**src/cpu_settings.svh**
```systemverilog
`ifndef CPU_SETTINGS_SVH
`define CPU_SETTINGS_SVH

`define CPU_WORD 32
`define CPU_IM_DEPTH 64
`define CPU_DM_DEPTH 64

// major opcodes, instruction bits 30:25
`define OP_BASE 6'b100000
`define OP_ADDI 6'b101000
`define OP_ORI 6'b101100
`define OP_XORI 6'b101011
`define OP_MOVI 6'b100010
`define OP_LWI 6'b000010
`define OP_SWI 6'b001010
`define OP_LS 6'b011100

// base group sub-opcodes, bits 4:0
`define SUB_ADD 5'b00000
`define SUB_SUB 5'b00001
`define SUB_AND 5'b00010
`define SUB_XOR 5'b00011
`define SUB_OR 5'b00100
`define SUB_SLLI 5'b01000
`define SUB_SRLI 5'b01001
`define SUB_ROTRI 5'b01011

// load/store group sub-opcodes, bits 7:0
`define LS_LW 8'b00000010
`define LS_SW 8'b00001010

`endif

```
**src/memory.sv**
```systemverilog
`timescale 1ns/100ps
`default_nettype none

`include "cpu_settings.svh"

module memory #(
	parameter int DEPTH = 64
) (
	input logic clock,
	input logic read,
	input logic write,
	input logic [`CPU_WORD-1:0] address,
	input logic [`CPU_WORD-1:0] write_data,
	output logic [`CPU_WORD-1:0] read_data
);

	localparam int AW = $clog2(DEPTH);

	logic [`CPU_WORD-1:0] words [DEPTH];
	logic [AW-1:0] index;

	assign index = address[AW-1:0];

	// read data holds until the next read strobe
	always_ff @(posedge clock) begin
		if (write) begin
			words[index] <= write_data;
		end
		if (read) begin
			read_data <= words[index];
		end
	end

endmodule

`default_nettype wire

```
**config.mk**
```make
export PLATFORM = sky130hd
export DESIGN_NAME = memory
export DESIGN_NICKNAME = d
export VERILOG_FILES = /design/src/memory.sv
export VERILOG_INCLUDE_DIRS = /design/src
export SDC_FILE = /design/constraint.sdc
export NUM_CORES = 2
export LEC_CHECK = 0
export ABC_AREA = 1
export BUFFER_PORTS_ARGS = -buffer_cell sky130_fd_sc_hd__buf_2
export CORE_MARGIN = 1
export CORE_UTILIZATION = 38
export CTS_CLUSTER_DIAMETER = 60
export DETAILED_ROUTE_END_ITERATION = 10
export REMOVE_ABC_BUFFERS = 1
export SETUP_SLACK_MARGIN = 0.15
export SYNTH_ARGS = -nofsm -noshare
export SYNTH_HDL_FRONTEND = slang
export SYNTH_SLANG_ARGS = --single-unit
```
**constraint.sdc**
```tcl
create_clock -name clock -period 5.8 [get_ports clock]
set_clock_uncertainty 0.1 [all_clocks]
set_input_delay 0.29 -clock clock [delete_from_list [all_inputs] [get_ports clock]]
set_output_delay 0.29 -clock clock [all_outputs]
set_load 0.1 [all_outputs]
```
Word-level counts from Yosys, hierarchy flattened
Memories as Yosys holds them, arrays and structs flattened. A register that Yosys moved wholly into a read port is not among the register bits.
Cells that the tools add are included.
{ "totals": {"ff_bits": 0, "ram_bits": 2048, "in_bits": 67, "elab_cells": 3, "mem_count": 1, "out_inout_bits": 32} }
{ "memory_table": {"columns": ["name", "depth", "width", "read_ports", "rd_ports_with_merged_regs", "wr", "line_no", "source"], "rows": [
  ["words", 64, 32, 1, 1, 1, "memory.sv:19", "logic [`CPU_WORD-1:0] words [DEPTH];"]
]} }
{ "classes": {"mux": 2} }
{ "op_table": {"columns": ["op", "n"], "rows": [
  ["$mux W1", 2]
]} }

Logic depth before layout (Yosys ltp)
{ "depth": {"ltp_word": 2, "depth_mapped": 15, "mapped_depth_nobuf": 11} }

Least setup slack after synthesis
No wires, ideal clock.
{ "synth_timing": {"path_type": "in2reg", "startpoint": "in address[0]", "endpoint": "mem words[41][0] in the netlist's numbering, enable pin", "required_time_ns": 5.198, "n_path_buf": 4, "arrival_ns": 4.073, "setup_time_ns": 0.502, "slack_ns": 1.125, "path_stages": 6, "path_cell_list": "buf_4 > inv_2 > buf_6 > buf_4 > buf_2 > nor4_1"} }
{ "synth_rtl": {"columns": ["element", "line_no", "source"], "rows": [
  ["start: declaration", "memory.sv:12", "input logic [`CPU_WORD-1:0] address,"],
  ["end: declaration", "memory.sv:19", null]
]} }
No word-level cell before the write port.

Worst setup path after layout
{ "layout_timing": {"startpoint": "in address[2]", "endpoint": "mem words[52][13] in the netlist's numbering, enable pin"} }
No word-level cell before the write port.

==> impl_metrics.xml <==
<?xml version="1.0" encoding="UTF-8"?>
<metrics>
  <group name="run_status">
    <metric name="outcome" unit="">completed</metric>
  </group>
  <group name="sta">
    <metric name="worst_slew_margin_rel" unit="%">10.7</metric>
    <metric name="grt_setup_unrepaired" unit="">no</metric>
    <metric name="post_route_minimum_period" unit="ps">3100</metric>
    <metric name="achievable_clock_frequency" unit="MHz">322</metric>
    <metric name="report.final.hold_viol_count" unit="">0</metric>
    <metric name="tns" unit="ps">0</metric>
    <metric name="finalSetupViolations" unit="">0</metric>
    <metric name="final-max-slew-violation-count" unit="">0</metric>
    <metric name="tightest_slew" unit="ps">1340</metric>
    <metric name="period_utilisation_layout" unit="%">53.5</metric>
    <metric name="whs" unit="ps">21.9</metric>
  </group>
  <group name="cells_and_area">
    <metric name="total_nets_final" unit="">8531</metric>
    <metric name="seq_area" unit="um2">62500</metric>
    <metric name="post_layout_nonfiller_instances" unit="">11645</metric>
    <metric name="multiInputGateArea" unit="um2">22800</metric>
    <metric name="area.growth.synth_to_final" unit="%">12.3</metric>
    <metric name="post_route_cells_drive_above_1_share" unit="%">6.87</metric>
    <metric name="final_util" unit="%">42.9</metric>
    <metric name="fillerInstances" unit="">21076</metric>
  </group>
  <group name="floorplanning">
    <metric name="die_height" unit="um">480</metric>
    <metric name="boundaryPins" unit="">99</metric>
    <metric name="total_die_area" unit="um2">230000</metric>
    <metric name="die_width" unit="um">480</metric>
    <metric name="placeableCoreArea" unit="um2">227000</metric>
    <metric name="placementRows" unit="">175</metric>
    <metric name="start_util" unit="%">38.2</metric>
  </group>
  <group name="setup_path">
    <metric name="rr_startpoint" unit="">words[24][7]</metric>
    <metric name="worstSetupStartpointType" unit="">primary input</metric>
    <metric name="crit-reg2reg-capture" unit="">read_data[7]</metric>
    <metric name="ff2ff_path_depth" unit="">10</metric>
    <metric name="timing.critical_path.to_type" unit="">flop</metric>
    <metric name="regToRegSetupSlack" unit="ps">3700</metric>
    <metric name="worstPathRequired" unit="ps">6250</metric>
    <metric name="timing.critical_path.cells" unit="">buf_8, inv_8, nor2_1, nand3_1, buf_4, nor2_4, buf_4</metric>
    <metric name="critPathMaxStageDelay" unit="ps">850</metric>
    <metric name="most_used_cell_along_the_critical_path" unit="">sky130_fd_sc_hd__buf_4</metric>
    <metric name="critical_path.max_fanout" unit="">63</metric>
    <metric name="cp_data_arrival_time" unit="ps">3550</metric>
    <metric name="crit_path_top_delay_cell" unit="">sky130_fd_sc_hd__nor2_1</metric>
    <metric name="critical_path_class" unit="">in -&gt; reg</metric>
    <metric name="critical-path-top-delay-family" unit="">simple AND/OR/NAND/NOR gates</metric>
    <metric name="critPathBufInv" unit="">4</metric>
  </group>
  <group name="hold_path">
    <metric name="worst_hold_path.endpoint" unit="">words[31][15]</metric>
    <metric name="min_path_type" unit="">in -&gt; reg</metric>
    <metric name="hold_depth" unit="">2</metric>
    <metric name="min-delay-start" unit="">write_data[15]</metric>
  </group>
  <group name="global_route">
    <metric name="grt_use_total" unit="%">19.5</metric>
    <metric name="grt.overflow.total" unit="">0</metric>
    <metric name="first_pass_grt_wire_length" unit="mm">340</metric>
    <metric name="grt_start_max_net_pins" unit="">192</metric>
    <metric name="antenna_found_initial" unit="">17</metric>
    <metric name="first_global_vias" unit="">53949</metric>
  </group>
  <group name="routing">
    <metric name="routed_via_density" unit="">4.88</metric>
    <metric name="routed_wl" unit="mm">227</metric>
    <metric name="route.vias.total" unit="">56811</metric>
    <metric name="drtAntennaViolNets" unit="">0</metric>
    <metric name="drt_first_pass_iters" unit="">8</metric>
    <metric name="routedWlPerCell" unit="um">19.5</metric>
    <metric name="first_iter_violations" unit="">4950</metric>
    <metric name="remaining_drc_errors" unit="">0</metric>
  </group>
  <group name="placed_design">
    <metric name="buffer_ports.inserted" unit="">72</metric>
    <metric name="detailed_place_hpwl" unit="mm">120</metric>
    <metric name="place_inst" unit="">11251</metric>
    <metric name="gp_routability_congestion" unit="">0.789</metric>
  </group>
  <group name="job">
    <metric name="drv_cap" unit="">0</metric>
  </group>
  <group name="synth">
    <metric name="synth_seq_cells" unit="">2080</metric>
    <metric name="unique_masters_post_synth" unit="">20</metric>
    <metric name="synth_top_cells_by_area" unit="">sky130_fd_sc_hd__edfxtp_1 72%, sky130_fd_sc_hd__nand2_1 25%, sky130_fd_sc_hd__buf_2 1.4%, sky130_fd_sc_hd__nor2_1 0.59%, sky130_fd_sc_hd__clkbuf_1 0.59%</metric>
    <metric name="gate_count_after_technology_mapping" unit="">8440</metric>
    <metric name="post_synth_instance_area" unit="um2">86800</metric>
    <metric name="postSynthAreaPerCell" unit="um2">10.3</metric>
    <metric name="postSynth.asyncResetShare" unit="%">0</metric>
    <metric name="synth_most_common_cell" unit="">sky130_fd_sc_hd__nand2_1</metric>
    <metric name="yosysWarningCount" unit="">0</metric>
    <metric name="synth_commonest_cells" unit="">5728 x sky130_fd_sc_hd__nand2_1, 2080 x sky130_fd_sc_hd__edfxtp_1, 244 x sky130_fd_sc_hd__buf_2</metric>
    <metric name="synth_top_flop_cell" unit="">sky130_fd_sc_hd__edfxtp_1</metric>
    <metric name="synth_enable_flop_cells" unit="">2080</metric>
    <metric name="synth_top_area_cell" unit="">sky130_fd_sc_hd__edfxtp_1</metric>
    <metric name="synth_top_area_share" unit="%">71.9</metric>
    <metric name="synth.yosys.seq_area_share" unit="%">71.9</metric>
  </group>
  <group name="cts">
    <metric name="cts.reportedPaths.clkPinSlew" unit="ps">60</metric>
    <metric name="clock-sinks" unit="">2080</metric>
    <metric name="cts-root-buf" unit="">sky130_fd_sc_hd__clkbuf_16</metric>
    <metric name="worst_skew_pair.late_latency" unit="ps">850</metric>
    <metric name="cts_setup_buffers" unit="">0</metric>
    <metric name="tritoncts" unit="">built</metric>
    <metric name="htree_num_levels" unit="">4</metric>
    <metric name="clk_path_buf_depth" unit="">3</metric>
    <metric name="cts_repair_resize_count" unit="">0</metric>
    <metric name="cts-buffers-inserted" unit="">209</metric>
  </group>
  <group name="power_and_ir_drop">
    <metric name="internal-power" unit="W">0.0244</metric>
    <metric name="sequentialPowerShare" unit="%">52.9</metric>
    <metric name="swShare" unit="%">22.9</metric>
    <metric name="comb_power_share" unit="%">6.3</metric>
    <metric name="power_frac_clock" unit="%">40.8</metric>
    <metric name="switching_power" unit="W">0.00723</metric>
    <metric name="power.density" unit="nW/um2">324</metric>
    <metric name="post-layout-total-power" unit="W">0.0316</metric>
    <metric name="vdd_drop_max" unit="V">0.000331</metric>
    <metric name="total_leakage_power" unit="nW">40.2</metric>
  </group>
</metrics>
## cells in the final DEF, fill, tap and decap left out, types with 15 or more instances in the layout
| cell | synthesis | final |
|---|---|---|
| sky130_fd_sc_hd__nor2_4 | 0 | 62 |
| sky130_fd_sc_hd__inv_1 | 16 | 16 |
| sky130_fd_sc_hd__nand2_1 | 5728 | 5728 |
| sky130_fd_sc_hd__clkbuf_16 | 0 | 214 |
| sky130_fd_sc_hd__buf_4 | 11 | 137 |
| sky130_fd_sc_hd__clkinv_1 | 0 | 55 |
| sky130_fd_sc_hd__clkbuf_1 | 136 | 45 |
| sky130_fd_sc_hd__clkinv_2 | 0 | 39 |
| sky130_fd_sc_hd__edfxtp_1 | 2080 | 2080 |
| sky130_fd_sc_hd__buf_12 | 0 | 15 |
| sky130_fd_sc_hd__buf_2 | 244 | 69 |
| sky130_fd_sc_hd__nor2_1 | 137 | 75 |
## cells by family after synthesis
kind of cell	count (synthesis)	share of synthesized area [%]
AOI/OAI and AO/OA	12	0.0836
buffers and inverters	452	2.39
DFF	2080	71.9
and+or+nand+nor	5896	25.6
## flip-flops by register name (all words and copies together) (netlist names)
signal     count
read_data     32
words       2048
## per-layer routing
metal | part of all wire, % | global-route usage [%]
met2 | 48 | 32.9
met1 | 43 | 26.1
met5 | 0.029 | 0
met3 | 6.3 | 3.15
met4 | 2.4 | 5.47
## what timing repair did
action / 4_1_cts / 5_1_grt
setup endpoints to repair: 0 / 0
endpoints found under the hold margin: 149 / 0
hold buffers: 11 / 0
## layout make-up
type | count | share of cell area, %
sequential | 2080 | 64.1
multi-input combinational | 5908 | 23.4
clock buffer | 259 | 5.67
tap | 3009 | 3.86
timing repair buffer | 235 | 1.88
clock inverter | 119 | 0.978
inverter | 30 | 0.139
antenna | 5 | 0.0128
## through the flow
stage | setup slack [ps] | instance area (um2)
after global placement | 1900 | 90900
after floorplan | -8330 | 84900
after CTS | 2800 | 97500
final | 2700 | 97500
after detailed placement | 1890 | 90900
after global routing | 2600 | 97500
## power by group through the flow
stage	Combinational (W)	Clock, W	Sequential (W)
2_1_floorplan	0.00104	0	0.0172
6_report	0.00200	0.0129	0.0167
3_3_place_gp	0.00198	0	0.0170
3_5_place_dp	0.00200	0	0.0170
4_1_cts	0.00201	0.0131	0.0167
5_1_grt	0.00222	0.0137	0.0167
## worst register-to-register path: stages, from the launching register on
cell,delay [ps]
sky130_fd_sc_hd__edfxtp_1,360
sky130_fd_sc_hd__nand2_1,80
sky130_fd_sc_hd__nand2_1,80
sky130_fd_sc_hd__nand2_1,60
sky130_fd_sc_hd__nand2_1,50
sky130_fd_sc_hd__nand2_1,60
sky130_fd_sc_hd__nand2_1,70
sky130_fd_sc_hd__nand2_1,60
sky130_fd_sc_hd__nand2_1,190
sky130_fd_sc_hd__nor2_1,390
sky130_fd_sc_hd__nand2_1,290
## how the worst max path moves through the flow
stage,from,to,slack [ps],depth (start not counted)
4_1_cts,address[2],words[52][27],2800,7
5_1_grt,address[2],words[45][8],2600,6
2_1_floorplan,address[0],words[41][0],-8330,2
6_report,address[2],words[52][13],2700,7
3_3_place_gp,address[2],words[44][17],1900,6
3_5_place_dp,address[2],words[52][2],1890,7
(Power assumes the default switching activity.)
