<file path="config.mk">
export PLATFORM = sky130hd
export DESIGN_NAME = datapath
export DESIGN_NICKNAME = d
export VERILOG_FILES = /design/src/cpu_pkg.sv /design/src/alu.sv /design/src/register_file.sv /design/src/datapath.sv
export VERILOG_INCLUDE_DIRS = /design/src
export SDC_FILE = /design/constraint.sdc
export NUM_CORES = 2
export LEC_CHECK = 0
export BUFFER_PORTS_ARGS = -buffer_cell sky130_fd_sc_hd__buf_2
export CORE_MARGIN = 2
export CORE_UTILIZATION = 61
export CTS_CLUSTER_DIAMETER = 80
export DETAILED_ROUTE_END_ITERATION = 12
export PLACE_DENSITY = 0.79
export REMOVE_ABC_BUFFERS = 1
export SLEW_MARGIN = 20
export SYNTH_ARGS = -nofsm -noshare
export SYNTH_HDL_FRONTEND = slang
export SYNTH_HIERARCHICAL = 1
export SYNTH_SLANG_ARGS = --single-unit
</file>
<file path="constraint.sdc">
create_clock -name clock -period 67.1 [get_ports clock]
set_clock_uncertainty 0.05 [all_clocks]
set_input_delay 6.71 -clock clock [delete_from_list [all_inputs] [get_ports clock]]
set_output_delay 6.71 -clock clock [all_outputs]
set_load 0.02 [all_outputs]
</file>
<file path="src/cpu_settings.svh">
`ifndef CPU_SETTINGS_SVH
`define CPU_SETTINGS_SVH

`define CPU_WORD 32
`define CPU_IM_DEPTH 64
`define CPU_DM_DEPTH 64

// major opcodes, instruction bits 30:25
`define OP_BASE 6'b100000
`define OP_ADDI 6'b101000
`define OP_ORI 6'b101100
`define OP_XORI 6'b101011
`define OP_MOVI 6'b100010
`define OP_LWI 6'b000010
`define OP_SWI 6'b001010
`define OP_LS 6'b011100

// base group sub-opcodes, bits 4:0
`define SUB_ADD 5'b00000
`define SUB_SUB 5'b00001
`define SUB_AND 5'b00010
`define SUB_XOR 5'b00011
`define SUB_OR 5'b00100
`define SUB_SLLI 5'b01000
`define SUB_SRLI 5'b01001
`define SUB_ROTRI 5'b01011

// load/store group sub-opcodes, bits 7:0
`define LS_LW 8'b00000010
`define LS_SW 8'b00001010

`endif

</file>
<file path="src/cpu_pkg.sv">
`default_nettype none

`include "cpu_settings.svh"

package cpu_pkg;

	typedef struct packed {
		logic pad;
		logic [5:0] opcode;
		logic [4:0] rt;
		logic [4:0] ra;
		logic [4:0] rb;
		logic [1:0] sv;
		// ls sub-opcode, base sub-opcode is the low 5 bits
		logic [7:0] sub;
	} instr_reg_t;

	typedef struct packed {
		logic pad;
		logic [5:0] opcode;
		logic [4:0] rt;
		// ra sits in bits 19:15 for the 15-bit forms
		logic [19:0] imm20;
	} instr_imm_t;

	typedef union packed {
		instr_reg_t r;
		instr_imm_t i;
	} instr_u;

	typedef enum logic [2:0] {
		ALU_ADD,
		ALU_SUB,
		ALU_AND,
		ALU_OR,
		ALU_XOR,
		ALU_SRL,
		ALU_SLL,
		ALU_ROR
	} alu_op_e;

	typedef enum logic [1:0] {
		OPB_RB,
		OPB_IMM,
		OPB_OFFSET,
		OPB_INDEX
	} operand_e;

	typedef struct packed {
		alu_op_e alu_op;
		operand_e operand;
		logic imm_sign;
		logic result_select;
		logic reg_write;
		logic load;
		logic store;
	} ctrl_t;

	typedef struct packed {
		logic fetch;
		logic latch;
		logic execute;
		logic writeback;
		logic pc_enable;
	} phase_t;

	typedef struct packed {
		logic valid;
		logic reg_write;
		logic [4:0] dest;
		logic [`CPU_WORD-1:0] value;
		logic store;
		logic [`CPU_WORD-1:0] address;
	} retire_t;

endpackage

`default_nettype wire

</file>
<file path="src/alu.sv">
`timescale 1ns/100ps
`default_nettype none

`include "cpu_settings.svh"

module alu (
	input cpu_pkg::alu_op_e op,
	input logic [`CPU_WORD-1:0] a,
	input logic [`CPU_WORD-1:0] b,
	output logic [`CPU_WORD-1:0] result
);

	logic [4:0] amount;
	logic [2*`CPU_WORD-1:0] doubled;

	assign amount = b[4:0];
	// rotate by shifting two copies side by side
	assign doubled = {a, a} >> amount;

	always_comb begin
		case (op)
			cpu_pkg::ALU_ADD: begin
				result = a + b;
			end
			cpu_pkg::ALU_SUB: begin
				result = a - b;
			end
			cpu_pkg::ALU_AND: begin
				result = a & b;
			end
			cpu_pkg::ALU_OR: begin
				result = a | b;
			end
			cpu_pkg::ALU_XOR: begin
				result = a ^ b;
			end
			cpu_pkg::ALU_SRL: begin
				result = a >> amount;
			end
			cpu_pkg::ALU_SLL: begin
				result = a << amount;
			end
			cpu_pkg::ALU_ROR: begin
				result = doubled[`CPU_WORD-1:0];
			end
			default: begin
				result = '0;
			end
		endcase
	end

endmodule

`default_nettype wire

</file>
<file path="src/register_file.sv">
`timescale 1ns/100ps
`default_nettype none

`include "cpu_settings.svh"

module register_file (
	input logic clock,
	input logic reset,
	input logic [4:0] read_a,
	input logic [4:0] read_b,
	output logic [`CPU_WORD-1:0] data_a,
	output logic [`CPU_WORD-1:0] data_b,
	input logic write,
	input logic [4:0] write_reg,
	input logic [`CPU_WORD-1:0] write_data
);

	logic [`CPU_WORD-1:0] regs [32];

	// r0 is cleared by reset and never written
	always_ff @(posedge clock or posedge reset) begin
		if (reset) begin
			for (int i = 0; i < 32; i++) begin
				regs[i] <= '0;
			end
		end else if (write && (write_reg != 5'd0)) begin
			regs[write_reg] <= write_data;
		end
	end

	assign data_a = regs[read_a];
	assign data_b = regs[read_b];

endmodule

`default_nettype wire

</file>
<file path="src/datapath.sv">
`timescale 1ns/100ps
`default_nettype none

`include "cpu_settings.svh"

module datapath (
	input logic clock,
	input logic reset,
	input cpu_pkg::phase_t phase,
	input cpu_pkg::ctrl_t ctrl,
	output cpu_pkg::instr_u instruction,
	input logic load_write,
	input logic [`CPU_WORD-1:0] load_address,
	output logic imem_write,
	output logic [`CPU_WORD-1:0] imem_address,
	input logic [`CPU_WORD-1:0] imem_data,
	output logic [`CPU_WORD-1:0] dmem_address,
	output logic dmem_read,
	output logic dmem_write,
	output logic [`CPU_WORD-1:0] dmem_write_data,
	input logic [`CPU_WORD-1:0] dmem_read_data,
	output cpu_pkg::retire_t retire
);

	cpu_pkg::instr_u fetched;
	logic [`CPU_WORD-1:0] pc;
	logic [4:0] read_b;
	logic [`CPU_WORD-1:0] data_a;
	logic [`CPU_WORD-1:0] data_b;
	logic [`CPU_WORD-1:0] store_data;
	logic [`CPU_WORD-1:0] imm15_ext;
	logic [`CPU_WORD-1:0] operand_b;
	logic [`CPU_WORD-1:0] alu_out;
	logic [`CPU_WORD-1:0] alu_q;
	logic [`CPU_WORD-1:0] result;
	logic shift_op;

	assign fetched = imem_data;
	assign imem_address = reset ? load_address : pc;
	assign imem_write = reset & load_write;

	always_ff @(posedge clock or posedge reset) begin
		if (reset) begin
			pc <= '0;
			instruction <= '0;
		end else if (phase.pc_enable) begin
			pc <= pc + `CPU_WORD'(1);
			instruction <= fetched;
		end
	end

	// port b fetches rt while latching, so stores see three registers
	assign read_b = phase.latch ? fetched.r.rt : instruction.r.rb;

	always_ff @(posedge clock) begin
		if (phase.latch) begin
			store_data <= data_b;
		end
		if (phase.execute) begin
			alu_q <= alu_out;
		end
	end

	assign imm15_ext = ctrl.imm_sign ? {{17{instruction.i.imm20[14]}}, instruction.i.imm20[14:0]}
		: {17'b0, instruction.i.imm20[14:0]};
	assign shift_op = (ctrl.alu_op == cpu_pkg::ALU_SRL) || (ctrl.alu_op == cpu_pkg::ALU_SLL)
		|| (ctrl.alu_op == cpu_pkg::ALU_ROR);

	always_comb begin
		case (ctrl.operand)
			cpu_pkg::OPB_RB: operand_b = data_b;
			cpu_pkg::OPB_IMM: operand_b = shift_op ? {27'b0, instruction.r.rb} : imm15_ext;
			cpu_pkg::OPB_OFFSET: operand_b = {{15{instruction.i.imm20[14]}},
				instruction.i.imm20[14:0], 2'b00};
			default: operand_b = data_b << instruction.r.sv;
		endcase
	end

	alu u_alu (
		.op(ctrl.alu_op),
		.a(data_a),
		.b(operand_b),
		.result(alu_out)
	);

	register_file u_regs (
		.clock(clock),
		.reset(reset),
		.read_a(instruction.r.ra),
		.read_b(read_b),
		.data_a(data_a),
		.data_b(data_b),
		.write(phase.writeback & ctrl.reg_write),
		.write_reg(instruction.r.rt),
		.write_data(result)
	);

	// byte address to word index
	assign dmem_address = {2'b00, alu_out[`CPU_WORD-1:2]};
	assign dmem_read = phase.execute & ctrl.load;
	assign dmem_write = phase.execute & ctrl.store;
	assign dmem_write_data = store_data;

	always_comb begin
		if (ctrl.load) begin
			result = dmem_read_data;
		end else if (ctrl.result_select) begin
			result = {{12{instruction.i.imm20[19]}}, instruction.i.imm20};
		end else begin
			result = alu_q;
		end
	end

	always_comb begin
		retire.valid = phase.writeback;
		retire.reg_write = ctrl.reg_write;
		retire.dest = instruction.r.rt;
		retire.value = ctrl.store ? store_data : result;
		retire.store = ctrl.store;
		retire.address = {2'b00, alu_q[`CPU_WORD-1:2]};
	end

endmodule

`default_nettype wire

</file>
# After elaboration in Yosys (flattened, before gate mapping)
# Index checks and enable logic that the tools add are counted.
dict set report totals {
  ff_bits 1152
  inputBits 114
  elab_cells 91
}
dict set report op_classes {
  n_addsub 3
  order_cmp 4
  eq_ne 9
  shifts 4
  muxes 18
  bitwise 10
  reduce_logical 7
}
# cell count
set op_table {}
lappend op_table {{1024-bit bitwise mux} 1}
lappend op_table {{32-bit two-way mux} 11}
lappend op_table {{32-bit binary-select mux with 5-bit select} 2}
lappend op_table {{32-bit case mux with 8 select lines} 1}
lappend op_table {{32-bit demux with 5-bit select} 1}
lappend op_table {{32-bit case mux with 3 select lines} 1}
lappend op_table {{64-bit by 5-bit right shift with 32-bit output} 1}
lappend op_table {{32-bit by 1-bit adder with 32-bit output (second input constant)} 1}
lappend op_table {{32-bit adder} 1}
lappend op_table {{32-bit AND} 1}
lappend op_table {{32-bit bitwise OR} 1}
lappend op_table {{32-bit by 2-bit << shifter with 32-bit output} 1}
lappend op_table {{32-bit by 5-bit << shifter with 32-bit output} 1}
lappend op_table {{32-bit by 5-bit right shift with 32-bit output} 1}
lappend op_table {{32-bit subtractor} 1}
lappend op_table {{32-bit bitwise XOR} 1}
lappend op_table {{6-bit >= comparator (second input constant)} 3}
lappend op_table {{5-bit NOT with 6-bit output} 3}
lappend op_table {{3-bit == test (second input constant)} 4}
lappend op_table {{3-bit by 2-bit == test with 1-bit output (second input constant)} 2}
lappend op_table {{6-bit by 1-bit < comparator with 1-bit output (second input constant)} 1}
lappend op_table {{5-bit two-way mux} 1}
lappend op_table {{5-bit nonzero test} 1}
lappend op_table {{1-bit AND} 4}
lappend op_table {{7 further kinds} 9}

# Logic depth before layout (Yosys ltp)
dict set report logic_depth {
  depth_word 9
  mapped_depth 34
  depth_no_buf 28
}

# Modules after synthesis
# The synthesis kept the hierarchy.
# module instances cells_each area_per_inst_um2 seq_area_each_um2
set by_module_without_submodules {}
lappend by_module_without_submodules {register_file 1 4602 55951.2 25624.6}
lappend by_module_without_submodules {datapath 1 712 7702.4 3523.4}
lappend by_module_without_submodules {alu 1 1133 7682.4 0.0}

# Worst setup path after synthesis
# OpenSTA, ideal clock, no wires.
dict set report synth_timing {
  kind {input to output}
  from {in phase[3] (netlist name)}
  to {out dmem_address[25]}
  t_arrival_ns 13.074
  required_ns 60.340
  path_slack_ns 47.266
  path_stages 31
  n_path_buf 7
  cell_sequence {mux2_2 nor2_1 buf_2 buf_2 buf_1 nand2_1 a31oi_1 nand3_1 mux2i_1 o221ai_1 buf_2 clkinv_1 buf_1 clkbuf_1 ha_1 nand3_1 nor4_1 nand3_1 or3_1 nor3_1 nor2_1 xnor2_1 ha_1 clkbuf_1 a21o_1 o21ba_2 nand2b_1 nor4_1 nor4_1 mux2_2 o2111ai_1}
}
dict set report synth_between {
  elab_chain_cells 9
}
# element line_no
set synth_lines {}
lappend synth_lines {{start: declaration} datapath.sv:9} ;# input cpu_pkg::phase_t phase,
lappend synth_lines {{5-bit two-way mux (*)} datapath.sv:53} ;# assign read_b = phase.latch ? fetched.r.rt : instruction.r.rb;
lappend synth_lines {{5-bit NOT with 6-bit output (not written as such) (*)} register_file.sv:32} ;# assign data_b = regs[read_b];
lappend synth_lines {{32-bit binary-select mux with 5-bit select (*)} register_file.sv:32}
lappend synth_lines {{32-bit two-way mux (not written as such) (*) (2 in a row)} register_file.sv:32}
lappend synth_lines {{net data_b[0]} datapath.sv:29} ;# logic [`CPU_WORD-1:0] data_b;
lappend synth_lines {{32-bit by 2-bit << shifter with 32-bit output (*)} datapath.sv:75} ;# default: operand_b = data_b << instruction.r.sv;
lappend synth_lines {{32-bit case mux with 3 select lines (*)} datapath.sv:70} ;# case (ctrl.operand)
lappend synth_lines {{net operand_b[1]} datapath.sv:32} ;# logic [`CPU_WORD-1:0] operand_b;
lappend synth_lines {{32-bit subtractor, or another cell as far along} alu.sv:26} ;# result = a - b;
lappend synth_lines {{32-bit case mux with 8 select lines (*)} alu.sv:21} ;# case (op)
lappend synth_lines {{end: declaration} datapath.sv:17} ;# output logic [`CPU_WORD-1:0] dmem_address,
# The timed path passes the listed nets; every way through them passes the cells marked *. The select of a mux whose other input is x is not followed.

# Worst setup path after layout
dict set report layout_timing {
  from {in phase[3] (netlist name)}
  to {out dmem_address[24]}
}
dict set report layout_between {
  elab_chain_cells 9
}
# element line_no
set layout_lines {}
lappend layout_lines {{5-bit two-way mux (*)} datapath.sv:53}
lappend layout_lines {{net read_b[1]} datapath.sv:27} ;# logic [4:0] read_b;
lappend layout_lines {{5-bit NOT with 6-bit output (not written as such) (*)} register_file.sv:32}
lappend layout_lines {{32-bit binary-select mux with 5-bit select (*)} register_file.sv:32}
lappend layout_lines {{32-bit two-way mux (not written as such) (*) (2 in a row)} register_file.sv:32}
lappend layout_lines {{net data_b[1]} datapath.sv:29}
lappend layout_lines {{32-bit by 2-bit << shifter with 32-bit output (*)} datapath.sv:75}
lappend layout_lines {{32-bit case mux with 3 select lines (*)} datapath.sv:70}
lappend layout_lines {{net operand_b[2]} datapath.sv:32}
lappend layout_lines {{32-bit subtractor, or another cell as far along} alu.sv:26}
lappend layout_lines {{32-bit case mux with 8 select lines (*)} alu.sv:21}
# Marked as above.

==> flow_summary.toml <==
[global_route]
use_met1_pct = 52.89
top_usage_layer = "met2"
use_met2_pct = 60.30
grt_usage_pct = 40.66
grt_pass1_wl_mm = 363.7
gr-usage-met3_pct = 11.44
antenna_found_initial = 17
grt_overflow_total = 0
grt_max_degree = 132
grt_pass1_vias = 55520

[placed_design]
gp_congestion = 1.060
port_buffers = 311
placed_area_sq_um = 72860
post-place-ws_ns = 42.22
detailed_place_hpwl_mm = 149.2
dp.cells = 7777

[cells_and_area]
finalNonFillerCells = 8008
design_area_sq_um = 77150
drive_gt1_share_pct = 29.17
synthToLayoutAreaGrowth_pct = 8.147
fill_cells = 8684
nNetsFinal = 6588

[cts]
cts_setup_buffers = 0
cts_max_level = 3
cts_buffers = 120
insertion_delay_ns = 0.74
cts_tree = "yes"
clk_path_buf_depth = 3
cts_sinks = 1152
holdBufCountCts = 0
cts_resized = 0
path_clk_slew_ns = 0.05
root_buffer = "clkbuf_16"

[floorplanning]
initial_core_util_pct = 61.47
design.die.area_sq_um = 119700
io_pins = 317
fp.dieH_microns = 346.0
die_w_microns = 346.0
rows = 125
coreArea_sq_um = 116000

[detailed_routing]
drtPass1Iterations = 7
vias_per_cell = 7.094
num_vias = 56810
routed_wl_mm = 251.4
drc = 0
drtIter0Drc = 7197
wl_per_cell_microns = 31.40
final_antenna_net_count = 0

[worst_setup_path]
critPathMaxStageDelay_ns = 0.91
slowest_stage = "buf_4"
cp_common_cell = "buf_4"
ff2ff_setup_slack_ns = 55.44
worstPathArrival_ns = 18.81
critPathCaptureType = "output port"
required_ns = 60.34
criticalPathCategory = "primary input to output port"
critical_path.max_fanout = 131
start_kind = "primary input"

[synthesis]
seq_area_frac_synth_pct = 40.86
ys_seq_elements = 1152
yosysWarnings = 6
synth_largest_area_cell = "dfrtp_1"
synth_edf_count = 64
yosysUniqueCellTypes = 82
synth_ff_type = "dfrtp_1"
avgSynthCellArea_sq_um = 11.06
synth_area_sq_um = 71340
synthCells = 6447
synth_top_area_share_pct = 38.17
synth.area.top_cells = "dfrtp_1 (38%), mux2_2 (17%), mux2i_1 (16%), edfxtp_1 (2.7%), a21oi_1 (2.4%)"
synthArstFlopShare_pct = 94.44

[sta]
rsz0062_at_grt = "no"
fmaxAchievable_mhz = 39.11
slew-limit-headroom_pct = 17.95
drv_slew = 0
setup_ws_ns = 41.53
min_period_ns = 25.57
fin_crit_sh_pct = 38.11
hold_viol = 0
worstMarginPinSlew_ns = 1.231
setup_viol = 0

[status]
status = "finished clean"

[power_and_ir_drop]
peakVddDrop_mv = 0.02644
p_leak_nw = 36.47
power_density_nw_per_um2 = 32.12

[min_path]
min_path_type = "flip-flop to flip-flop"

[flow_run]
maxCapViolations = 0
## area by class of cell
class	instances	area, sq um	area share (%)
inverter	87	335.3	0.4346
tap	1524	1907	2.472
clock buffer	179	3600	4.666
antenna	8	20.02	0.02595
sequential	1152	29150	37.79
timing repair buffer	452	2719	3.524
clock inverter	44	508.0	0.6585
multi-input combinational	4562	38900	50.43
## sequential cells by signal, indices dropped and copies added, names as in the netlist
register / flops
dmem_write_data: 32
alu_q: 32
pc: 32
instruction: 32
u_regs/regs: 1024
## through the flow
stage          power (mW)  hold WS, ns  utilization [%]  setup TNS, ns
2_1_floorplan       1.707       0.3225                -        -497.75
3_3_place_gp        1.728       0.3335            62.77              0
3_5_place_dp        1.760       0.3376            62.79              0
4_1_cts             2.449       0.3540            66.33              0
5_1_grt             2.569       0.3620            66.47              0
6_report            2.478       0.3515            66.48              0
## layer usage
| layer | wire length [microns] | vias to the layer above |
|---|---|---|
| met1 | 95470 | 28610 |
| li1 | - | 23530 |
| met2 | 109000 | 3713 |
| met4 | 17360 | 14 |
| met3 | 29500 | 948 |
| met5 | 87 | - |
## cell families (layout without fill, tap and decap cells)
logic type                 count (synthesis)  in the layout  share of synthesized area (%)
AOI/OAI and AO/OA                       1069           1069                          9.826
xor gates and xnor gates                  84             84                          1.042
adders and majority gates                 99             99                          1.747
buffers and inverters                    736            762                          5.227
DFF                                     1152           1152                          40.86
muxes                                   2305           2305                          34.72
other                                      1             12                       0.005257
and+or+nand+nor                         1001           1001                          6.572
## cell usage after synthesis (all sizes together), types with 7 or more instances
master and number:
buf 327, a221o 9, mux4 22, nor2b 8
o31ai 8, a21o 15, mux2 1136, nor3 88
a22o 129, o221ai 11, inv 83, and3 10
a211oi 8, o211ai 23, o22ai 26, xnor2 60
a221oi 13, a22oi 217, and2 10, a31oi 73
nand2b 16, nand2 409, ha 98, a211o 7
mux2i 1147, nor4 13, nand4 20, o21ai 140
nor2 158, nand3 229, a21oi 335, edfxtp 64
xor2 24, or2 9, clkbuf 322, or4 8
dfrtp 1088
## cell usage in the layout (no fill, tap or decap), types with 23 or more instances in the layout
cell,Yosys,final
a31oi_1,73,73
a21oi_1,335,335
ha_1,98,98
xor2_1,24,24
a22oi_1,217,217
clkinv_2,0,25
o21ai_0,138,102
clkbuf_8,3,29
o22ai_1,26,25
buf_4,112,133
clkbuf_16,0,124
xnor2_1,59,59
mux2i_1,1147,1147
nand3_1,229,229
mux2_2,1100,1100
o21ai_4,0,23
a22o_1,129,129
nor2_1,141,139
mux2_1,36,36
inv_1,83,81
edfxtp_1,64,64
dfrtp_1,1088,1085
nand2_1,409,392
buf_2,136,309
nor3_1,85,84
clkbuf_1,319,26
## where the power goes
part / switching, mW / total (mW) / leakage (nW) / internal [mW]
logic: 0.497 / 0.831 / 19.3 / 0.333
clock network: 0.284 / 0.691 / 2.02 / 0.407
registers: 0.115 / 0.956 / 15.2 / 0.842
total: 0.896 / 2.48 / 36.5 / 1.58
## path summary, 6_finish.rpt
path / from / to / depth (start not counted)
hold / removal: u_regs/regs[1000] / u_regs/regs[1000] / 0
min in group asynchronous: reset / instruction[0] / 2
hold reg to reg: u_regs/regs[1000] / u_regs/regs[1000] / 0
setup reg to reg: instruction[11] / alu_q[26] / 31
max in group asynchronous: reset / u_regs/regs[728] / 5
setup / recovery: phase[3] / dmem_address[24] / 34
## critical path: cells and delay by family
family                     cells  cell delay (ns)
buffers and inverters         10             4.92
and+or+nand+nor               11             3.23
AOI/OAI and AO/OA              9             2.44
muxes                          2             0.66
adders and majority gates      1             0.39
xor gates and xnor gates       1             0.17
No activity file was read; power rests on OpenSTA's default activity.
