<file path="src/cpu_settings.svh">
`ifndef CPU_SETTINGS_SVH
`define CPU_SETTINGS_SVH

`define CPU_WORD 32
`define CPU_IM_DEPTH 64
`define CPU_DM_DEPTH 64

// major opcodes, instruction bits 30:25
`define OP_BASE 6'b100000
`define OP_ADDI 6'b101000
`define OP_ORI 6'b101100
`define OP_XORI 6'b101011
`define OP_MOVI 6'b100010
`define OP_LWI 6'b000010
`define OP_SWI 6'b001010
`define OP_LS 6'b011100

// base group sub-opcodes, bits 4:0
`define SUB_ADD 5'b00000
`define SUB_SUB 5'b00001
`define SUB_AND 5'b00010
`define SUB_XOR 5'b00011
`define SUB_OR 5'b00100
`define SUB_SLLI 5'b01000
`define SUB_SRLI 5'b01001
`define SUB_ROTRI 5'b01011

// load/store group sub-opcodes, bits 7:0
`define LS_LW 8'b00000010
`define LS_SW 8'b00001010

`endif

</file>
<file path="src/cpu_pkg.sv">
`default_nettype none

`include "cpu_settings.svh"

package cpu_pkg;

	typedef struct packed {
		logic pad;
		logic [5:0] opcode;
		logic [4:0] rt;
		logic [4:0] ra;
		logic [4:0] rb;
		logic [1:0] sv;
		// ls sub-opcode, base sub-opcode is the low 5 bits
		logic [7:0] sub;
	} instr_reg_t;

	typedef struct packed {
		logic pad;
		logic [5:0] opcode;
		logic [4:0] rt;
		// ra sits in bits 19:15 for the 15-bit forms
		logic [19:0] imm20;
	} instr_imm_t;

	typedef union packed {
		instr_reg_t r;
		instr_imm_t i;
	} instr_u;

	typedef enum logic [2:0] {
		ALU_ADD,
		ALU_SUB,
		ALU_AND,
		ALU_OR,
		ALU_XOR,
		ALU_SRL,
		ALU_SLL,
		ALU_ROR
	} alu_op_e;

	typedef enum logic [1:0] {
		OPB_RB,
		OPB_IMM,
		OPB_OFFSET,
		OPB_INDEX
	} operand_e;

	typedef struct packed {
		alu_op_e alu_op;
		operand_e operand;
		logic imm_sign;
		logic result_select;
		logic reg_write;
		logic load;
		logic store;
	} ctrl_t;

	typedef struct packed {
		logic fetch;
		logic latch;
		logic execute;
		logic writeback;
		logic pc_enable;
	} phase_t;

	typedef struct packed {
		logic valid;
		logic reg_write;
		logic [4:0] dest;
		logic [`CPU_WORD-1:0] value;
		logic store;
		logic [`CPU_WORD-1:0] address;
	} retire_t;

endpackage

`default_nettype wire

</file>
<file path="src/controller.sv">
`timescale 1ns/100ps
`default_nettype none

`include "cpu_settings.svh"

module controller (
	input logic clock,
	input logic reset,
	input cpu_pkg::instr_u instruction,
	output cpu_pkg::phase_t phase,
	output cpu_pkg::ctrl_t ctrl,
	output logic imem_read
);

	localparam logic [1:0] S_FETCH = 2'b00;
	localparam logic [1:0] S_LATCH = 2'b01;
	localparam logic [1:0] S_EXECUTE = 2'b10;
	localparam logic [1:0] S_WRITEBACK = 2'b11;

	logic [1:0] state;

	// writeback wraps back to fetch
	always_ff @(posedge clock or posedge reset) begin
		if (reset) begin
			state <= S_FETCH;
		end else begin
			state <= state + 2'd1;
		end
	end

	always_comb begin
		phase.fetch = (state == S_FETCH);
		phase.latch = (state == S_LATCH);
		phase.execute = (state == S_EXECUTE);
		phase.writeback = (state == S_WRITEBACK);
		phase.pc_enable = (state == S_LATCH);
	end

	assign imem_read = phase.fetch;

	always_comb begin
		ctrl = '0;
		ctrl.alu_op = cpu_pkg::ALU_ADD;
		ctrl.operand = cpu_pkg::OPB_RB;
		case (instruction.r.opcode)
			`OP_BASE: begin
				ctrl.reg_write = 1'b1;
				case (instruction.r.sub[4:0])
					`SUB_ADD: ctrl.alu_op = cpu_pkg::ALU_ADD;
					`SUB_SUB: ctrl.alu_op = cpu_pkg::ALU_SUB;
					`SUB_AND: ctrl.alu_op = cpu_pkg::ALU_AND;
					`SUB_OR: ctrl.alu_op = cpu_pkg::ALU_OR;
					`SUB_XOR: ctrl.alu_op = cpu_pkg::ALU_XOR;
					`SUB_SRLI: begin
						ctrl.alu_op = cpu_pkg::ALU_SRL;
						ctrl.operand = cpu_pkg::OPB_IMM;
					end
					`SUB_SLLI: begin
						ctrl.alu_op = cpu_pkg::ALU_SLL;
						ctrl.operand = cpu_pkg::OPB_IMM;
					end
					`SUB_ROTRI: begin
						ctrl.alu_op = cpu_pkg::ALU_ROR;
						ctrl.operand = cpu_pkg::OPB_IMM;
					end
					default: ctrl.reg_write = 1'b0;
				endcase
			end
			`OP_ADDI: begin
				ctrl.operand = cpu_pkg::OPB_IMM;
				ctrl.imm_sign = 1'b1;
				ctrl.reg_write = 1'b1;
			end
			`OP_ORI: begin
				ctrl.alu_op = cpu_pkg::ALU_OR;
				ctrl.operand = cpu_pkg::OPB_IMM;
				ctrl.reg_write = 1'b1;
			end
			`OP_XORI: begin
				ctrl.alu_op = cpu_pkg::ALU_XOR;
				ctrl.operand = cpu_pkg::OPB_IMM;
				ctrl.reg_write = 1'b1;
			end
			`OP_MOVI: begin
				ctrl.operand = cpu_pkg::OPB_IMM;
				ctrl.result_select = 1'b1;
				ctrl.reg_write = 1'b1;
			end
			`OP_LWI: begin
				ctrl.operand = cpu_pkg::OPB_OFFSET;
				ctrl.load = 1'b1;
				ctrl.reg_write = 1'b1;
			end
			`OP_SWI: begin
				ctrl.operand = cpu_pkg::OPB_OFFSET;
				ctrl.store = 1'b1;
			end
			`OP_LS: begin
				ctrl.operand = cpu_pkg::OPB_INDEX;
				case (instruction.r.sub)
					`LS_LW: begin
						ctrl.load = 1'b1;
						ctrl.reg_write = 1'b1;
					end
					`LS_SW: ctrl.store = 1'b1;
					default: ctrl.operand = cpu_pkg::OPB_RB;
				endcase
			end
			default: ctrl.reg_write = 1'b0;
		endcase
	end

endmodule

`default_nettype wire

</file>
<file path="config.mk">
export PLATFORM = sky130hd
export DESIGN_NAME = controller
export DESIGN_NICKNAME = d
export VERILOG_FILES = /design/src/cpu_pkg.sv /design/src/controller.sv
export VERILOG_INCLUDE_DIRS = /design/src
export SDC_FILE = /design/constraint.sdc
export NUM_CORES = 1
export LEC_CHECK = 0
export BUFFER_PORTS_ARGS = -buffer_cell sky130_fd_sc_hd__buf_4
export CORE_UTILIZATION = 29
export CTS_BUF_LIST = sky130_fd_sc_hd__clkbuf_16
export DETAILED_ROUTE_END_ITERATION = 10
export HOLD_SLACK_MARGIN = 0.05
export PLACE_DENSITY_LB_ADDON = 0.25
export SKIP_CTS_REPAIR_TIMING = 1
export SLEW_MARGIN = 20
export SYNTH_ARGS = -nofsm -noshare
export SYNTH_HDL_FRONTEND = slang
export SYNTH_SLANG_ARGS = --single-unit
</file>
<file path="constraint.sdc">
create_clock -name clock -period 1.7 [get_ports clock]
set_input_delay 0.255 -clock clock [delete_from_list [all_inputs] [get_ports clock]]
set_output_delay 0.255 -clock clock [all_outputs]
set_load 0.01 [all_outputs]
</file>
# Word level (Yosys, flattened, before mapping)
# Index checks and enable logic that the tools add are counted.
# word_totals
register_bits,2
output_inout_bits,16
# op_classes
n_eq_ne,20
reduce_logical,8
n_addsub,1
muxes,13
# op_table
op,n
equality test 6 bit (second input constant),5
one-hot mux 3 bit (7 select lines),1
equality test 5 x 4 -> 1 bit (second input constant),3
equality test 5 x 2 -> 1 bit (second input constant),2
one-hot mux 3 bit (3 select lines),1
equality test 8 x 2 -> 1 bit (second input constant),1
equality test 8 x 4 -> 1 bit (second input constant),1
one-hot mux 2 bit (4 select lines),1
OR reduction 8 bit,1
equality test 6 x 2 -> 1 bit (second input constant),1
equality test 6 x 4 -> 1 bit (second input constant),1
equality test 6 x 5 -> 1 bit (second input constant),1
equality test 5 x 1 -> 1 bit (second input constant),1
equality test 5 x 3 -> 1 bit (second input constant),1
zero test 5 bit,1
two-way mux 1 bit,5
OR reduction 5 bit,1
equality test 2 bit (second input constant),2
two-way mux 2 bit,2
one-hot mux 1 bit (2 select lines),2
OR reduction 2 bit,2
OR reduction 4 bit,1
one-hot mux 1 bit (3 select lines),1
OR reduction 3 bit,1
3 further kinds,3

# Depth between registers and ports, before layout
# Gate-level depths: netlist of the first run.
# logic_depth
ltp_word,4
mapped_depth,5
depth_no_buf,4

# Least setup slack after synthesis of the first run
# OpenSTA, ideal clock, no wires.
# synth_timing
kind,input to output
from,in instruction[5] (netlist name)
to,out ctrl[2] (netlist name)
t_arrival_ps,1716
path_buffers,0
path_slack_ps,-271
required_ps,1445
path_stages,4
path_cell_list,or4_1 or4_4 o22ai_2 or4b_1
# synth_lines
element,line,source
start: declaration,controller.sv:9,"input cpu_pkg::instr_u instruction,"
end: declaration,controller.sv:11,"output cpu_pkg::ctrl_t ctrl,"

==> out/metrics.csv, run 1 <==
stage;metric;value;unit
run_status;status;finished, violations left;
run_status;violations;setup timing;
global_route;grt_start_max_net_pins;9;
global_route;grt_pass1_wl;1680;um
yosys;seq_area_frac_synth;0.119;
timing;fin_crit_sh;1.22;
cells_and_area;finalNonFillerCells;118;
timing;finalSetupViolCount;8;
cells_and_area;areaGrowthSynthToFinish;123;%
yosys;ys_ff_latch;2;
cells_and_area;multiInputGateArea;393;um2
setup_path;worstPathArrival;1.83;ns
global_route;antenna_found_initial;0;
yosys;synth_nets;96;
drt;drt_pass1_iterations;4;
global_route;overflow;0;
placement;dp_worst_setup_slack;-0.444;ns
timing;worst_slew_pin_slew;0.437;ns
pwr;seq_power_share;0.092;
drt;vias;614;
die;dieWidth;40.1;um
die;die-area;1610;um2
cells_and_area;regArea;50.0;um2
placement;dp_cells;114;
placement;place_hpwl;1050;um
yosys;synth_area;422;um2
timing;setup_slack;-0.380;ns
global_route;grt_pass1_vias;427;
cts;tritoncts;built;
cells_and_area;final_core_util;0.705;
pwr;switching_share;0.208;
cells_and_area;final_area;941;um2
pwr;p_sw;109;uW
placement;placed_area;766;um2
cts;path_clk_slew;0.03;ns
pwr;ir_worst_vdd;424;uV
cells_and_area;reg_top3;state (2);
setup_path;worstSetupPathType;in2out;
die;rows;13;
yosys;synth_area_leaders;dfrtp_1 12%, ha_1 12%, o21ai_0 7.1%;
cells_and_area;max_flop_register;state;
yosys;synth_warnings;0;
cts;cts_root_buffer;clkbuf_16;
die;die_y;40.1;um
drt;dr.first_iter.drc_count;19;
timing;rsz0062_at_grt;true;
timing;timing.hold.ws;0.446;ns
timing;relSlewSlack;0.705;
cts;clock_latency;0.22;ns
yosys;synthCells;58;
job;maxCapViolations;0;
die;num_io_pins;50;
timing;fin_crit;2.08;ns
drt;ant_nets;0;
pwr;power.density;557;nW/um2
cts;htreeDepth;1;
placement;place.gp.congestion;0.702;
pwr;pwr-share-clk;0.675;
die;coreArea;1330;um2
placement;port_buffers;31;
global_route;globalRouteTotalUtil;0.165;
drt;wl_per_cell;13.0;um
die;initial_utilization;0.316;
drt;wirelength;1540;um
pwr;total_power;524;uW
cells_and_area;nets;143;
cells_and_area;diodes;0;
yosys;synth_top_area_frac;0.119;
timing;maxSlewViolCount;0;
timing;max_freq;481;MHz
cts;numCtsBuffers;3;
drt;drcViolationCount;0;
timing;setup_tns;-2.22;ns
timing;fin_worst_skew;0.00373;ns
worst_hold_path;holdCritPathClass;in2async;
pwr;combPwrFrac;0.234;
yosys;synth.largest_area_cell;dfrtp_1;
yosys;avgSynthCellArea;7.27;um2
setup_path;cp.required;1.44;ns
cells_and_area;nFillCells;112;
cts;cts_buffer_depth;2;
cells_and_area;largest_reg_flops;2;
setup_path;crit_fanout;3;
setup_path;end_kind;output pin;
pwr;power.leakage;0.458;nW
pwr;p_int;415;uW
cells_and_area;layout-drive-gt1-share;0.602;
timing;hold_viol;0;
cts;clkSinkCount;2;
yosys;ys_types;31;
setup_path;cp-start-kind;primary input;
drt;viasPerCell;5.20;
-- path summary, 6_finish.rpt --
kind | slack, ns | to | cells past startpoint | start
setup reg to reg | 0.83 | state[1]$_DFF_PP0_ | 2 | state[0]$_DFF_PP0_
setup / recovery | -0.38 | ctrl[2] | 6 | instruction[25]
max in group asynchronous | 1.14 | state[1]$_DFF_PP0_ | 3 | reset
hold reg to reg | 0.52 | state[0]$_DFF_PP0_ | 1 | state[0]$_DFF_PP0_
hold / removal | 0.45 | state[0]$_DFF_PP0_ | 3 | reset
min in group clock | 0.52 | state[0]$_DFF_PP0_ | 1 | state[0]$_DFF_PP0_
-- power groups by stage --
stage / logic [mW] / registers, mW / clock network, mW
6_report: 0.123 / 0.0480 / 0.354
5_1_grt: 0.133 / 0.0480 / 0.364
4_1_cts: 0.107 / 0.0480 / 0.358
3_5_place_dp: 0.106 / 0.0485 / 0
3_3_place_gp: 0.104 / 0.0485 / 0
2_1_floorplan: 0.0401 / 0.0485 / 0
-- cell usage after synthesis --
library cell	count
a2111oi_0	1
a21oi_1	1
a31oi_1	1
buf_2	1
buf_4	2
clkbuf_1	1
dfrtp_1	2
ha_1	4
inv_1	7
nand2_1	4
nand2b_1	1
nand3_1	3
nand3b_1	1
nor2_1	2
nor2b_1	1
nor3_1	1
nor3b_1	2
nor4_1	2
o21ai_0	6
o22ai_1	1
o22ai_2	1
o31ai_1	1
or2_2	3
or3_1	1
or4_1	1
or4_4	1
or4b_1	1
or4b_4	1
or4bb_1	1
xnor2_1	2
xor2_1	1
-- layout make-up --
class	instances	share of cell area
multi-input combinational	45	0.418
inverter	7	0.0279
tap	15	0.0199
sequential	2	0.0532
timing repair buffer	46	0.402
clock buffer	3	0.0798
-- layout by cell type, fill, tap and decap left out, types with 2 or more instances in the layout --
cell       instances
inv_1              7
buf_6              8
buf_4             37
or4b_4             2
xnor2_1            2
nand3_1            2
nand2_1            4
nor3b_1            2
o21ai_0            4
or2_2              3
ha_1               4
dfrtp_1            2
nor2_1             2
clkbuf_16          3
-- cells by family after synthesis --
logic type	after synthesis	synth area share
and+or+nand+nor	26	0.401
DFF	2	0.119
AOI/OAI and AO/OA	12	0.181
xor gates and xnor gates	3	0.0623
buffers and inverters	11	0.119
adders and majority gates	4	0.119
-- critical path: stages --
cell,delay [ns]
buf_6,0.09
or4bb_1,0.51
or4_4,0.54
o22ai_4,0.19
or4b_4,0.16
buf_6,0.09
-- metal layers --
layer  global-route usage  share of wire
met5                    0              0
met4                0.103          0.016
met3               0.0333          0.068
met2                0.278           0.51
met1                0.187           0.40
No activity file was read; power rests on OpenSTA's default activity.
==> run 2: changes to the inputs <==
--- a/config.mk
+++ b/config.mk
@@ -12,7 +12,6 @@
 export DETAILED_ROUTE_END_ITERATION = 10
 export HOLD_SLACK_MARGIN = 0.05
 export PLACE_DENSITY_LB_ADDON = 0.25
-export SKIP_CTS_REPAIR_TIMING = 1
 export SLEW_MARGIN = 20
 export SYNTH_ARGS = -nofsm -noshare
 export SYNTH_HDL_FRONTEND = slang
==> out/metrics.csv, run 2 (synthesis gave the netlist of run 1 again) <==
stage;metric;value;unit;change
cts;cts_root_buffer;clkbuf_16;;
cells_and_area;layout-drive-gt1-share;0.602;;unchanged
cells_and_area;areaGrowthSynthToFinish;121;%;
job;maxCapViolations;0;;unchanged
worst_hold_path;holdCritPathClass;in2async;;
cells_and_area;reg_top3;state (2);;
placement;place_hpwl;1050;um;unchanged
global_route;grt_start_max_net_pins;9;;unchanged
placement;port_buffers;31;;unchanged
setup_path;regToRegSetupSlack;0.83;ns;about the same
timing;fin_worst_skew;0.00341;ns;-0.000324 ns
setup_path;worstPathArrival;1.80;ns;-0.03 ns
cells_and_area;max_flop_register;state;;
pwr;ir_worst_vdd;608;uV;+44%
timing;hold_viol;0;;unchanged
global_route;antenna_found_initial;0;;unchanged
setup_path;crit_fanout;3;;unchanged
global_route;grt_pass1_vias;484;;+13%
cts;numCtsBuffers;3;;unchanged
placement;place.gp.congestion;0.702;;unchanged
cts;htreeDepth;1;;unchanged
drt;viasPerCell;4.98;;-4.2%
setup_path;cp-endpoint;ctrl[2];;
timing;max_freq;486;MHz;+1.2%
run_status;violations;setup timing;;
setup_path;end_kind;output pin;;
timing;setup_slack;-0.356;ns;+0.0240 ns
die;num_io_pins;50;;unchanged
global_route;globalRouteTotalUtil;0.191;;+0.0263
setup_path;rr_worst_depth;2;;unchanged
timing;worst_slew_pin_slew;0.348;ns;-0.0890 ns
run_status;status;finished, violations left;;
drt;ant_nets;0;;unchanged
timing;relSlewSlack;0.766;;+0.0603
cts;clock_latency;0.22;ns;about the same
setup_path;worstSetupPathType;in2out;;
cells_and_area;diodes;0;;unchanged
setup_path;critPathLaunch;instruction[25];;
setup_path;r2r_start;state[0]$_DFF_PP0_;;
cts;cts_buffer_depth;2;;unchanged
cts;path_clk_slew;0.03;ns;about the same
timing;maxSlewViolCount;0;;unchanged
die;die-area;1610;um2;unchanged
global_route;overflow;0;;unchanged
timing;rsz0062_at_grt;true;;
timing;setup_tns;-2.08;ns;+0.137 ns
setup_path;r2r-end;state[1]$_DFF_PP0_;;
cells_and_area;layout_commonest_cell;buf_4;;
drt;vias;588;;-4.2%
cells_and_area;multiInputGateArea;389;um2;-0.96%
cts;tritoncts;built;;
cells_and_area;nets;143;;unchanged
global_route;grt_pass1_wl;1940;um;+16%
drt;drt_pass1_iterations;2;;-2
die;die_y;40.1;um;unchanged
drt;dr.first_iter.drc_count;5;;-14
timing;finalSetupViolCount;8;;unchanged
timing;fin_crit;2.06;ns;-0.0240 ns
die;dieWidth;40.1;um;unchanged
die;coreArea;1330;um2;unchanged
cts;clkSinkCount;2;;unchanged
cells_and_area;regArea;50.0;um2;unchanged
pwr;power.density;560;nW/um2;+0.49%
cells_and_area;layout_common_cells;38 x buf_4, 7 x inv_1, 7 x buf_6;;
drt;wl_per_cell;12.5;um;-4.2%
die;initial_utilization;0.316;;unchanged
drt;wirelength;1470;um;-4.2%
pwr;power.leakage;0.454;nW;-0.84%
cells_and_area;final_core_util;0.700;;-0.00563
cells_and_area;nFillCells;108;;-3.6%
setup_path;cp-start-kind;primary input;;
drt;drcViolationCount;0;;unchanged
setup_path;cp.required;1.44;ns;about the same
timing;fin_crit_sh;1.21;;-0.0141
die;rows;13;;unchanged
cells_and_area;largest_reg_flops;2;;unchanged
## run 2: worst max-delay path, stage by stage
cell and delay [ns]:
buf_6 0.09, or4bb_1 0.51, or4_4 0.53, o22ai_4 0.17, or4b_4 0.15, buf_6 0.09
## run 2: layout make-up
class	instances	share of cell area
Multi-Input combinational cell	45	0.417
Tap cell	15	0.0201
Inverter	7	0.0282
Sequential cell	2	0.0536
Timing Repair Buffer	46	0.401
Clock buffer	3	0.0804
## run 2: through the flow
stage | hold WS (ns) | area, um2 | worst slack [ns] | instances | power (mW)
after CTS | 0.445 | 916 | -0.347 | 118 | 0.524
after global routing | 0.464 | 933 | -0.376 | 118 | 0.543
final | 0.446 | 933 | -0.356 | 118 | 0.522
after detailed placement | 0.117 | 766 | -0.444 | 114 | 0.154
after global placement | 0.114 | 766 | -0.420 | 114 | 0.153
after floorplan | -0.00382 | 433 | -0.248 | 58 | 0.0885
## run 2: what timing repair did
action,4_1_cts,5_1_grt
resized for setup,16,3
buffers inserted,0,0
endpoints found under the setup margin,8,8
hold buffers,1,0
pin swaps,6,0
hold endpoints to repair,2,0
## run 2: per-layer routing
| metal | vias up | GRT usage | routed length, um |
|---|---|---|---|
| met2 | 24 | 0.355 | 805 |
| met3 | 2 | 0.0722 | 79 |
| li1 | 297 | - | - |
| met5 | - | 0 | 0 |
| met1 | 265 | 0.180 | 577 |
| met4 | 0 | 0.0948 | 8 |
## run 2: how the worst min path moves through the flow
stage,endpoint,slack (ns)
finish,state[0]$_DFF_PP0_,0.45
global route,state[0]$_DFF_PP0_,0.46
floorplan,state[0]$_DFF_PP0_,-0.004
CTS,state[0]$_DFF_PP0_,0.45
detailed placement,state[1]$_DFF_PP0_,0.12
global placement,state[1]$_DFF_PP0_,0.11
## run 2: power by group
| part | switching, mW | internal [mW] | leakage, nW | total, mW |
|---|---|---|---|---|
| Clock | 0.0540 | 0.299 | 0.0370 | 0.353 |
| Combinational | 0.0535 | 0.0677 | 0.393 | 0.121 |
| Sequential | 0 | 0.0480 | 0.0239 | 0.0480 |
==> run 3: changes to the inputs <==
--- a/config.mk
+++ b/config.mk
@@ -16,3 +16,4 @@
 export SYNTH_ARGS = -nofsm -noshare
 export SYNTH_HDL_FRONTEND = slang
 export SYNTH_SLANG_ARGS = --single-unit
+export TNS_END_PERCENT = 1
==> constraint.sdc (replaced) <==
create_clock -name clock -period 1.7 [get_ports clock]
set_input_delay 0.34 -clock clock [delete_from_list [all_inputs] [get_ports clock]]
set_output_delay 0.34 -clock clock [all_outputs]
set_load 0.01 [all_outputs]
==> out/metrics.csv, run 3 (synthesis gave the netlist of run 1 again) <==
stage;metric;value;unit;change
job;maxCapViolations;0;;unchanged
cts;path_clk_slew;0.03;ns;about the same
cells_and_area;areaGrowthSynthToFinish;112;%;
cells_and_area;nets;142;;-0.70%
pwr;power.leakage;0.440;nW;-3.1%
drt;vias;572;;-2.7%
drt;drt_pass1_iterations;3;;+1
pwr;power.density;573;nW/um2;+2.3%
run_status;status;finished, violations left;;
die;rows;13;;unchanged
setup_path;crit_fanout;4;;+1
cells_and_area;largest_reg_flops;2;;unchanged
timing;setup_slack;-0.515;ns;-0.158 ns
cts;cts_root_buffer;clkbuf_16;;
timing;maxSlewViolCount;0;;unchanged
pwr;ir_worst_vdd;493;uV;-19%
setup_path;cp-start-kind;primary input;;
placement;place_hpwl;1090;um;+3.6%
placement;dp_cells;113;;-0.88%
placement;place.gp.congestion;0.685;;-2.3%
timing;fin_crit;2.21;ns;+0.158 ns
global_route;overflow;0;;unchanged
timing;finalSetupViolCount;8;;unchanged
drt;viasPerCell;4.89;;-1.9%
timing;hold_viol;0;;unchanged
cells_and_area;reg_top3;state (2);;
die;die-area;1610;um2;unchanged
drt;ant_nets;0;;unchanged
cells_and_area;nFillCells;122;;+13%
cells_and_area;layout-drive-gt1-share;0.578;;-0.0235
global_route;grt_pass1_wl;1850;um;-4.6%
drt;wl_per_cell;11.2;um;-10%
global_route;globalRouteTotalUtil;0.173;;-0.0183
cts;cts_setup_buffers;0;;unchanged
die;dieWidth;40.1;um;unchanged
die;coreArea;1330;um2;unchanged
cells_and_area;max_flop_register;state;;
global_route;grt_pass1_vias;488;;+0.83%
timing;rsz0062_at_grt;true;;
timing;relSlewSlack;0.743;;-0.0228
die;num_io_pins;50;;unchanged
global_route;grt_start_max_net_pins;9;;unchanged
setup_path;worstSetupPathType;in2out;;
cells_and_area;diodes;0;;unchanged
cells_and_area;layout_commonest_cell;buf_4;;
placement;port_buffers;31;;unchanged
cts;numCtsBuffers;3;;unchanged
timing;max_freq;452;MHz;-7.1%
cells_and_area;finalNonFillerCells;117;;-0.85%
cts;tritoncts;built;;
run_status;violations;setup timing;;
cells_and_area;layout_common_cells;40 x buf_4, 7 x inv_1;;
cts;cts_buffer_depth;2;;unchanged
global_route;antenna_found_initial;0;;unchanged
setup_path;cp.required;1.36;ns;-0.08 ns
die;initial_utilization;0.316;;unchanged
die;die_y;40.1;um;unchanged
cells_and_area;final_area;892;um2;-4.4%
drt;drcViolationCount;0;;unchanged
cts;clkSinkCount;2;;unchanged
worst_hold_path;holdCritPathClass;reg2reg;;
setup_path;end_kind;output pin;;
setup_path;worstPathArrival;1.87;ns;+0.07 ns
timing;worst_slew_pin_slew;0.382;ns;+0.0339 ns
timing;fin_crit_sh;1.30;;+0.0930
drt;wirelength;1310;um;-11%
cts;htreeDepth;1;;unchanged
drt;dr.first_iter.drc_count;5;;unchanged
placement;placed_area;758;um2;-0.98%
timing;fin_worst_skew;0.00126;ns;-0.00215 ns
cts;clock_latency;0.22;ns;about the same
run 3: per-layer routing:
metal  part of all wire  global-route usage
met5                  0                   0
met4             0.0099              0.0776
met3              0.053              0.0333
met2               0.51               0.298
met1               0.43               0.203
run 3: report_power, final:
group / leakage (nW) / switching (mW) / internal (mW)
logic: 0.379 / 0.0494 / 0.0661
registers: 0.0239 / 0 / 0.0480
clock network: 0.0370 / 0.0486 / 0.299
run 3: final cells by class:
cell class / count / area [um2] / area share
Sequential cell: 2 / 50.0 / 0.0561
Inverter: 7 / 26.3 / 0.0295
Clock buffer: 3 / 75.1 / 0.0842
Timing Repair Buffer: 45 / 355 / 0.398
Tap cell: 15 / 18.8 / 0.0210
Multi-Input combinational cell: 45 / 367 / 0.411
run 3: worst paths after layout:
path	start	endpoint	slack (ns)	depth (start not counted)
min in group asynchronous	reset	state[0]$_DFF_PP0_	0.53	3
setup reg to reg	state[0]$_DFF_PP0_	state[1]$_DFF_PP0_	0.84	2
max in group asynchronous	reset	state[1]$_DFF_PP0_	1.05	3
hold / removal	state[0]$_DFF_PP0_	state[0]$_DFF_PP0_	0.50	1
setup / recovery	instruction[25]	ctrl[2]	-0.51	6
hold reg to reg	state[0]$_DFF_PP0_	state[0]$_DFF_PP0_	0.50	1
run 3: critical path: stages:
cell     delay (ns)
buf_6          0.09
or4bb_1        0.50
or4_4          0.53
o22ai_4        0.17
or4b_4         0.15
buf_6          0.09
run 3: through the flow:
| step | power, mW | worst slack (ns) | util | hold slack [ns] | setup TNS, ns |
|---|---|---|---|---|---|
| 2_1_floorplan | 0.0885 | -0.418 | - | 0.0812 | -1.94 |
| 3_3_place_gp | 0.153 | -0.605 | 0.568 | 0.198 | -3.66 |
| 3_5_place_dp | 0.154 | -0.634 | 0.568 | 0.204 | -3.88 |
| 4_1_cts | 0.512 | -0.521 | 0.653 | 0.499 | -3.34 |
| 5_1_grt | 0.533 | -0.562 | 0.669 | 0.540 | -3.67 |
| 6_report | 0.511 | -0.515 | 0.669 | 0.496 | -3.17 |
run 3: repair_timing:
action | in CTS | in global routing
pin swaps | 4 | 2
endpoints found under the hold margin | 2 | 0
endpoints found under the setup margin | 8 | 9
hold buffers | 1 | 0
gates resized for setup | 9 | 4
gates cloned | 0 | 0
